==> src/source/graphCountPkg.sv <==
package graphCountPkg;

    // 7-dimensional hypercube
    parameter int nodeCount = 128;
    parameter int dimensions = 7;

    // one bit per node, set when the node is in the graph
    typedef logic [nodeCount-1:0] graph_t;

    // at most 64 components fit in the 7-cube
    typedef logic [7:0] count_t;

    // fixed stage latencies in clock cycles
    parameter int maskLatency = 2;
    parameter int singletonLatency = 3;

    // bit i of the result is set when any hypercube neighbor of node i is set in g
    function automatic graph_t neighborsOf(graph_t g);
        graph_t result;
        result = '0;
        for (int node = 0; node < nodeCount; node++) begin
            for (int d = 0; d < dimensions; d++) begin
                // neighbors differ in exactly one index bit
                result[node] = result[node] | g[node ^ (1 << d)];
            end
        end
        return result;
    endfunction

endpackage

==> src/source/delayLine.sv <==
`timescale 1ns/100ps

module delayLine #(
    parameter type payload_t = logic,
    parameter int CYCLES = 1
) (
    input  logic     clk,
    input  payload_t in,
    output payload_t out
);

    // one register per cycle of delay
    payload_t stages [CYCLES];

    always_ff @(posedge clk) begin
        stages[0] <= in;
        for (int i = 1; i < CYCLES; i++) begin
            stages[i] <= stages[i-1];
        end
    end

    assign out = stages[CYCLES-1];

endmodule

==> src/source/graphMasker.sv <==
`timescale 1ns/100ps

module graphMasker (
    input  logic                  clk,
    input  logic                  reset,
    input  graphCountPkg::graph_t top,
    input  graphCountPkg::graph_t bottom,
    output graphCountPkg::graph_t maskedGraph
);

    graphCountPkg::graph_t topReg;
    graphCountPkg::graph_t bottomReg;

    // first stage, local copies of both functions
    always_ff @(posedge clk) begin
        topReg <= top;
        bottomReg <= bottom;
    end

    // second stage, nodes of top that bottom does not cover
    always_ff @(posedge clk) begin
        if (reset) begin
            // empty graph until the first real input has passed through
            maskedGraph <= '0;
        end else begin
            maskedGraph <= topReg & ~bottomReg;
        end
    end

endmodule

==> src/source/singletonCounter.sv <==
`timescale 1ns/100ps

module singletonCounter (
    input  logic                  clk,
    input  graphCountPkg::graph_t graph,
    output graphCountPkg::count_t isolatedCount
);

    // stage one
    graphCountPkg::graph_t graphStage1;
    graphCountPkg::graph_t neighborStage1;

    // stage two
    graphCountPkg::graph_t isolatedMask;

    // stage three input
    graphCountPkg::count_t isolatedSum;

    // any neighbor present, per node
    always_ff @(posedge clk) begin
        graphStage1 <= graph;
        neighborStage1 <= graphCountPkg::neighborsOf(graph);
    end

    // present nodes with no neighbor at all
    always_ff @(posedge clk) begin
        isolatedMask <= graphStage1 & ~neighborStage1;
    end

    // population count of the isolated mask
    always_comb begin
        isolatedSum = '0;
        for (int node = 0; node < graphCountPkg::nodeCount; node++) begin
            isolatedSum = isolatedSum + graphCountPkg::count_t'(isolatedMask[node]);
        end
    end

    always_ff @(posedge clk) begin
        isolatedCount <= isolatedSum;
    end

endmodule

==> src/source/componentExplorer.sv <==
`timescale 1ns/100ps

module componentExplorer (
    input  logic                  clk,
    input  logic                  reset,
    input  logic                  start,
    input  graphCountPkg::graph_t graph,
    output logic                  done,
    output graphCountPkg::count_t multiCount
);

    // nodes not yet assigned to a finished component
    graphCountPkg::graph_t remaining;
    // component currently being flooded
    graphCountPkg::graph_t flood;

    graphCountPkg::graph_t grownFlood;
    graphCountPkg::graph_t remainingAfter;
    logic                  busy;
    logic                  floodStalled;
    logic                  floodIsMulti;

    // one-hot of the lowest set node, zero for an empty graph
    function automatic graphCountPkg::graph_t lowestNode(graphCountPkg::graph_t g);
        return g & (~g + 1'b1);
    endfunction

    always_comb begin
        // one neighbor wave, limited to unexplored nodes
        grownFlood = flood | (graphCountPkg::neighborsOf(flood) & remaining);
        floodStalled = (grownFlood == flood);
        // more than one bit set
        floodIsMulti = |(flood & (flood - 1'b1));
        remainingAfter = remaining & ~flood;
    end

    // control and count
    always_ff @(posedge clk) begin
        if (reset) begin
            busy <= 1'b0;
            done <= 1'b0;
            multiCount <= '0;
        end else begin
            done <= 1'b0;
            if (start) begin
                multiCount <= '0;
                // an empty graph finishes right away
                busy <= (graph != '0);
                done <= (graph == '0);
            end else if (busy && floodStalled) begin
                if (floodIsMulti) begin
                    multiCount <= multiCount + 1'b1;
                end
                if (remainingAfter == '0) begin
                    busy <= 1'b0;
                    done <= 1'b1;
                end
            end
        end
    end

    // flood state
    always_ff @(posedge clk) begin
        if (start) begin
            remaining <= graph;
            flood <= lowestNode(graph);
        end else if (busy) begin
            if (floodStalled) begin
                // component complete, drop it and seed the next one
                remaining <= remainingAfter;
                flood <= lowestNode(remainingAfter);
            end else begin
                flood <= grownFlood;
            end
        end
    end

endmodule

==> src/source/countCombiner.sv <==
`timescale 1ns/100ps

module countCombiner #(
    parameter int TAG_WIDTH = 14
) (
    input  logic                  clk,
    input  logic                  reset,
    input  logic                  singletonValid,
    input  logic                  explorerDone,
    input  graphCountPkg::count_t isolatedCount,
    input  graphCountPkg::count_t multiCount,
    input  logic [TAG_WIDTH-1:0]  tagIn,
    output logic                  done,
    output graphCountPkg::count_t componentCount,
    output logic [TAG_WIDTH-1:0]  tagOut
);

    logic                  singletonSeen;
    logic                  explorerSeen;
    graphCountPkg::count_t heldIsolated;
    graphCountPkg::count_t heldMulti;
    logic [TAG_WIDTH-1:0]  heldTag;

    logic                  haveSingleton;
    logic                  haveExplorer;
    graphCountPkg::count_t isolatedNow;
    graphCountPkg::count_t multiNow;
    logic [TAG_WIDTH-1:0]  tagNow;

    // either result may arrive first, or both in the same cycle
    always_comb begin
        haveSingleton = singletonSeen | singletonValid;
        haveExplorer = explorerSeen | explorerDone;
        isolatedNow = singletonSeen ? heldIsolated : isolatedCount;
        multiNow = explorerSeen ? heldMulti : multiCount;
        // the tag travels alongside the singleton result
        tagNow = singletonSeen ? heldTag : tagIn;
    end

    always_ff @(posedge clk) begin
        if (reset) begin
            singletonSeen <= 1'b0;
            explorerSeen <= 1'b0;
            done <= 1'b0;
        end else begin
            done <= 1'b0;
            if (haveSingleton && haveExplorer) begin
                done <= 1'b1;
                singletonSeen <= 1'b0;
                explorerSeen <= 1'b0;
            end else begin
                if (singletonValid) begin
                    singletonSeen <= 1'b1;
                end
                if (explorerDone) begin
                    explorerSeen <= 1'b1;
                end
            end
        end
    end

    // held values and the final result
    always_ff @(posedge clk) begin
        if (singletonValid) begin
            heldIsolated <= isolatedCount;
            heldTag <= tagIn;
        end
        if (explorerDone) begin
            heldMulti <= multiCount;
        end
        if (haveSingleton && haveExplorer) begin
            componentCount <= isolatedNow + multiNow;
            tagOut <= tagNow;
        end
    end

endmodule

==> src/source/graphCountTop.sv <==
`timescale 1ns/100ps

module graphCountTop #(
    parameter int TAG_WIDTH = 14
) (
    input  logic                  clk,
    input  logic                  reset,
    input  logic                  start,
    input  graphCountPkg::graph_t top,
    input  graphCountPkg::graph_t bottom,
    input  logic [TAG_WIDTH-1:0]  tag,
    output logic                  ready,
    output logic                  done,
    output graphCountPkg::count_t componentCount,
    output logic [TAG_WIDTH-1:0]  tagOut
);

    localparam int singletonDelay = graphCountPkg::maskLatency + graphCountPkg::singletonLatency;

    graphCountPkg::graph_t maskedGraph;
    graphCountPkg::count_t isolatedCount;
    graphCountPkg::count_t multiCount;
    logic                  explorerStart;
    logic                  explorerDone;
    logic                  singletonValid;
    logic [TAG_WIDTH-1:0]  tagAtSingleton;

    graphMasker i_graphMasker (
        .clk         (clk),
        .reset       (reset),
        .top         (top),
        .bottom      (bottom),
        .maskedGraph (maskedGraph)
    );

    // explorer starts once the masked graph is ready
    delayLine #(
        .payload_t (logic),
        .CYCLES    (graphCountPkg::maskLatency)
    ) i_explorerStartDelay (
        .clk (clk),
        .in  (start),
        .out (explorerStart)
    );

    // start and tag aligned with the singleton count
    delayLine #(
        .payload_t (logic),
        .CYCLES    (singletonDelay)
    ) i_singletonValidDelay (
        .clk (clk),
        .in  (start),
        .out (singletonValid)
    );

    delayLine #(
        .payload_t (logic [TAG_WIDTH-1:0]),
        .CYCLES    (singletonDelay)
    ) i_tagDelay (
        .clk (clk),
        .in  (tag),
        .out (tagAtSingleton)
    );

    singletonCounter i_singletonCounter (
        .clk           (clk),
        .graph         (maskedGraph),
        .isolatedCount (isolatedCount)
    );

    componentExplorer i_componentExplorer (
        .clk        (clk),
        .reset      (reset),
        .start      (explorerStart),
        .graph      (maskedGraph),
        .done       (explorerDone),
        .multiCount (multiCount)
    );

    countCombiner #(
        .TAG_WIDTH (TAG_WIDTH)
    ) i_countCombiner (
        .clk            (clk),
        .reset          (reset),
        .singletonValid (singletonValid),
        .explorerDone   (explorerDone),
        .isolatedCount  (isolatedCount),
        .multiCount     (multiCount),
        .tagIn          (tagAtSingleton),
        .done           (done),
        .componentCount (componentCount),
        .tagOut         (tagOut)
    );

    // one graph in flight, busy from start until done
    always_ff @(posedge clk) begin
        if (reset) begin
            ready <= 1'b1;
        end else if (start) begin
            ready <= 1'b0;
        end else if (done) begin
            ready <= 1'b1;
        end
    end

endmodule

==> config.mk <==
export PLATFORM = sky130hd
export DESIGN_NAME = graphCountTop
export DESIGN_NICKNAME = d
export VERILOG_FILES = /design/src/source/graphCountPkg.sv /design/src/source/delayLine.sv /design/src/source/graphMasker.sv /design/src/source/singletonCounter.sv /design/src/source/componentExplorer.sv /design/src/source/countCombiner.sv /design/src/source/graphCountTop.sv
export SDC_FILE = /design/constraint.sdc
export NUM_CORES = 2
export LEC_CHECK = 0
export BUFFER_PORTS_ARGS = -buffer_cell sky130_fd_sc_hd__buf_2
export CORE_ASPECT_RATIO = 0.6
export CORE_MARGIN = 8
export CORE_UTILIZATION = 55
export DETAILED_ROUTE_END_ITERATION = 7
export MAX_ROUTING_LAYER = met4
export PLACE_DENSITY = 0.76
export SYNTH_ARGS = -nofsm -noshare
export SYNTH_HDL_FRONTEND = slang
export SYNTH_SLANG_ARGS = --single-unit
==> constraint.sdc <==
create_clock -name clk -period 6.6 [get_ports clk]
set_clock_uncertainty 0.15 [all_clocks]
set_input_delay 0.33 -clock clk [delete_from_list [all_inputs] [get_ports clk]]
set_output_delay 0.33 -clock clk [all_outputs]
set_load 0.02 [all_outputs]
==> results of run 1 <==
==> per-layer routing <==
layer / GRT overflow / GRT usage
met5: - / -
met4: 20 / 0.6031
met3: 1 / 0.6900
met2: 43 / 0.8275
met1: 6 / 0.7961
==> kinds of logic after synthesis <==
| logic type | Yosys count |
|---|---|
| multiplexers | 31 |
| adder cells (fa/ha/maj) | 150 |
| AND/OR/NAND/NOR | 2098 |
| buffers and inverters | 516 |
| flip-flops | 1173 |
| XOR/XNOR | 13 |
| AO/OA/AOI/OAI | 762 |
==> stage by stage <==
stage                     cells  setup TNS, ps  instance area (sq um)  worst slack, ps  utilization
after floorplan            4743         -114.8                  47870           -59.88            -
after global placement     6276          -1052                  52870           -315.6       0.6157
after detailed placement   6276          -2322                  52870           -572.1       0.6157
after CTS                  6727          -3689                  59050           -767.6       0.6876
==> Yosys cell counts (all sizes together) (9+ instances only) <==
cell type	number
nand2b	146
mux2	27
a41o	9
o22ai	38
or2	23
a21oi	126
nand2	292
ha	33
or4	35
nor3	251
and2	13
a31oi	128
fa	116
nand4	77
nand3b	12
nand3	247
o31ai	51
nor4b	9
and3	38
xnor2	10
edfxtp	308
nor4	90
inv	212
nand4b	56
o32ai	16
o211ai	9
o21ai	207
buf	26
o41ai	25
or3	23
a22oi	38
nor2	457
a2111oi	24
nor3b	139
clkbuf	278
nor2b	156
and4	17
dfxtp	865
==> what timing repair did <==
item / CTS
pin swaps: 12
endpoints found under the setup margin: 7
gates resized for setup: 14
buffers inserted: 1
hold buffers: 271
hold endpoints to repair: 272
==> run_results.csv, run 1 <==
group,metric,value,unit
run_status,status,"aborted with a tool error",
run_status,haltStage,"global routing",
run_status,error,"[ERROR GRT-0232] Routing congestion too high. Check the congestion heatmap in the GUI.",
synth,synth_compound_area_frac,0.1026,
floorplan,rows,83,
placed_design,place_congestion,1.313,
floorplan,die_x,396.8,microns
grt,grt_max_degree,185,
floorplan,start_util,0.5571,
clock_network,clock_sinks,1173,
synth,synthSimpleGateAreaFrac,0.2340,
placed_design,dp.final_hpwl,226300,microns
clock_network,h-tree-depth,3,
synth,synthMuxAreaShare,0.007191,
sta,worst_endpoint,"i_singletonCounter.isolatedCount[7]$_DFF_P_/D",
clock_network,clockRootBuffer,"clkbuf_16",
synth,synth_xor_area_frac,0.002536,
synth,yosysWarnings,0,
grt,antenna_found_initial,93,
synth,synthArstFlopShare,0,
sta,worst_endpoint_kind,"sequential cell input",
placed_design,io_buffers,296,
synth,ys_seq_area_frac,0.5552,
synth,synth_top_cell_area_share,0.3619,
clock_network,clk_path_buf_depth,3,
synth,synth_top_cell_by_area,"dfxtp_1",
clock_network,numCtsBuffers,95,
synth,synthTopCellsByArea,"dfxtp_1 (36%), edfxtp_1 (19%), fa_1 (4.9%)",
grt,gr-usage-all-layers,0.7546,
synth,yosys_register_bits,1173,
synth,synth_cell_types,88,
synth,synth_fp_nets,5165,
synth,syn_area,47850,sq um
synth,synthFlopType,"dfxtp_1",
synth,synth_fa_ha_area_frac,0.05737,
floorplan,die_y,244.5,microns
synth,synth_edf_count,308,
synth,synth_cells,4743,
synth,avgSynthCellArea,10.09,sq um
grt,gr-total-overflow,70,
floorplan,io_pins,297,
synth,synth_top_family_by_area,"simple AND/OR/NAND/NOR gates",
==> run 2: changes to the inputs <==
CORE_ASPECT_RATIO = not set   (was 0.6)
CORE_UTILIZATION = 40   (was 55)
MAX_ROUTING_LAYER = not set   (was met4)
PLACE_DENSITY = not set   (was 0.76)
PLACE_DENSITY_LB_ADDON = 0.15   (was not set)
clock period = 8.6 ns   (was 6.6 ns; I/O delays follow)
==> run 2 against run 1 <==
- the flow now finishes without violations
- synthesized cell count stayed put
- area after synthesis stayed put
==> run_results.csv, run 2 <==
group,metric,value,unit
run_status,status,"finished clean",
clock_network,clk_path_buf_depth,3,
setup_path,r2r_start,"i_singletonCounter.isolatedMask[0]",
sta,tightest_slew,1382,ps
floorplan,fp.coreArea,119300,sq um
finish,drive_gt1_frac,0.1380,
pwr,power.leakage,22.32,nW
clock_network,numCtsBuffers,117,
grt,grt_pass1_wl,341500,microns
setup_path,r2r_end,"i_singletonCounter.isolatedCount[7]",
sta,slew_violations,0,
clock_network,postCtsSetupBuffers,0,
grt,top_usage_layer,"met2",
floorplan,die_x,361.9,microns
finish,layout.nets,5720,
synth,avgSynthCellArea,10.09,sq um
synth,synthArstFlopShare,0,
hold_path,whs_path_depth,2,
clock_network,tritoncts,"done",
synth,synth_common_cells,"dfxtp_1 (865), nor2_1 (457), edfxtp_1 (308)",
route,via_count,43790,
grt,antenna_found_initial,31,
grt,grt_max_degree,128,
route,dr.pass1.iters,8,
synth,yosys_register_bits,1173,
setup_path,endpoint_kind,"register",
placed_design,placedCellCount,6520,
finish,syn_to_final_growth,22.09,%
synth,synth_cells,4743,
route,drt-initial-drc-count,6822,
pwr,irDropWorstVdd,0.2371,mV
finish,most-common-layout-cells,"dfxtp_1 (864), nor2_1 (456), edfxtp_1 (308)",
synth,synth_top_cell_area_share,0.3619,
route,wl_per_cell,36.01,microns
clock_network,cts_hold_buffers,271,
floorplan,start_util,0.4010,
placed_design,io_buffers,296,
finish,stdcell_count,7030,
floorplan,design.die.area,130900,sq um
clock_network,h-tree-depth,3,
sta,period_share,0.8497,
grt,use_met3,0.1448,
synth,synth_edf_count,308,
synth,synth_cell_types,88,
grt,gr-total-overflow,0,
synth,ys_seq_area_frac,0.5552,
pwr,power,14.51,mW
synth,yosysWarnings,0,
sta,rsz0062_at_grt,"false",
hold_path,holdPathEnd,"i_graphMasker.bottomReg[32]",
sta,finalSetupTns,0,ps
synth,synth_most_common_cell,"dfxtp_1",
placed_design,dp.final_hpwl,191500,microns
route,drcViolationCount,0,
sta,fmax,0.1368,GHz
sta,min_period,7307,ps
sta,setup_violations,0,
setup_path,crit_fanout,2,
finish,layout_commonest_cell,"dfxtp_1",
setup_path,critPathArrivalTime,7800,ps
route,finalWirelength,253200,microns
flow_run,max_cap_viol_count,0,
setup_path,critPathKind,"register to register",
hold_path,hold_class,"input pin to register",
sta,relSlewSlack,0.07510,
floorplan,io_pins,297,
setup_path,r2r_slack,1290,ps
hold_path,min_from,"bottom[32]",
setup_path,r2r_cells,20,
clock_network,cts.reportedPaths.clkPinSlew,60,ps
grt,grt_use_met1,0.4885,
route,ant_nets,0,
grt,gr-usage-all-layers,0.3709,
sta,whs,131.9,ps
floorplan,rows,127,
synth,synthFlopType,"dfxtp_1",
placed_design,place_congestion,1.089,
floorplan,die_y,361.9,microns
synth,syn_area,47850,sq um
setup_path,crit_required,9090,ps
clock_network,clock_latency,780,ps
sta,final_hold_viol_count,0,
route,via_per_inst,6.230,
finish,regArea,26570,sq um
finish,fillers,11070,
synth,synth_top_cell_by_area,"dfxtp_1",
setup_path,cp-start-kind,"register",
synth,synth_fp_nets,5165,
pwr,p_per_area,248.3,nW/um^2
grt,grt_pass1_vias,41700,
clock_network,clockRootBuffer,"clkbuf_16",
clock_network,clock_sinks,1173,
grt,use_met2,0.5264,
finish,multi_input_area,19370,sq um
synth,synthTopCellsByArea,"dfxtp_1 (36%), edfxtp_1 (19%), fa_1 (4.9%)",
clock_network,post_cts_resized,0,
run 2: cell counts after synthesis:
Identical to the previous run, type by type.
run 2: report_power, final:
group / switching, mW / internal [mW] / total, mW
combinational: 1.75 / 0.970 / 2.72
clock: 2.29 / 3.02 / 5.31
sequential: 0.409 / 6.07 / 6.48
total: 4.45 / 10.1 / 14.5
run 2: worst max-delay path: stages, from the launching register on:
cell and delay (ps):
dfxtp_1 310, fa_1 520, inv_1 60, fa_1 460, fa_1 510, fa_1 540
fa_1 550, fa_1 590, fa_1 550, fa_1 520, fa_1 510, fa_1 600
inv_1 60, ha_1 290, a21o_1 180, a21oi_1 210, o21bai_1 90, a21oi_1 210
nor2b_1 70, o21ai_0 150, nand2b_1 70
run 2: logic make-up after synthesis:
group | Yosys count | synth area share
AO/OA/AOI/OAI | 762 | 0.1026
buffers and inverters | 516 | 0.04108
adder cells (fa/ha/maj) | 150 | 0.05737
XOR/XNOR | 13 | 0.002537
AND/OR/NAND/NOR | 2098 | 0.2340
multiplexers | 31 | 0.007191
flip-flops | 1173 | 0.5552
run 2: final cells by class:
cell class / instances / share of cell area
diodes: 18 / 0.0007710
clock buffers: 175 / 0.06068
inverters: 212 / 0.01362
well taps: 1612 / 0.03452
flip-flops and latches: 1173 / 0.4548
clock inverters: 46 / 0.008760
repair buffers: 740 / 0.09535
multi-input cells: 3054 / 0.3315
run 2: stage by stage:
stage,area (sq um),util,setup WS [ps]
2_1_floorplan,47850,-,1668
3_3_place_gp,51610,0.4324,1324
3_5_place_dp,51610,0.4324,1261
4_1_cts,58370,0.4892,1252
5_1_grt,58380,0.4892,1014
6_report,58420,0.4895,1293
run 2: worst max-delay path by stage:
stage                                                   from                             endpoint  slack, ps  cells past startpoint
final                     i_singletonCounter.isolatedMask[0]  i_singletonCounter.isolatedCount[7]       1290                     20
after global routing      i_singletonCounter.isolatedMask[0]  i_singletonCounter.isolatedCount[7]       1010                     20
after CTS                 i_singletonCounter.isolatedMask[0]  i_singletonCounter.isolatedCount[7]       1250                     20
after detailed placement  i_singletonCounter.isolatedMask[0]  i_singletonCounter.isolatedCount[7]       1260                     20
after global placement    i_singletonCounter.isolatedMask[0]  i_singletonCounter.isolatedCount[7]       1320                     20
after floorplan           i_singletonCounter.isolatedMask[0]  i_singletonCounter.isolatedCount[7]       1670                     20
run 2: routing by layer:
| metal | vias to the layer above | wire [microns] |
|---|---|---|
| li1 | 18090 | - |
| met1 | 21520 | 100700 |
| met2 | 3343 | 103000 |
| met3 | 823 | 33490 |
| met4 | 20 | 15830 |
| met5 | - | 117 |
Power figures use the tool's default switching activity.
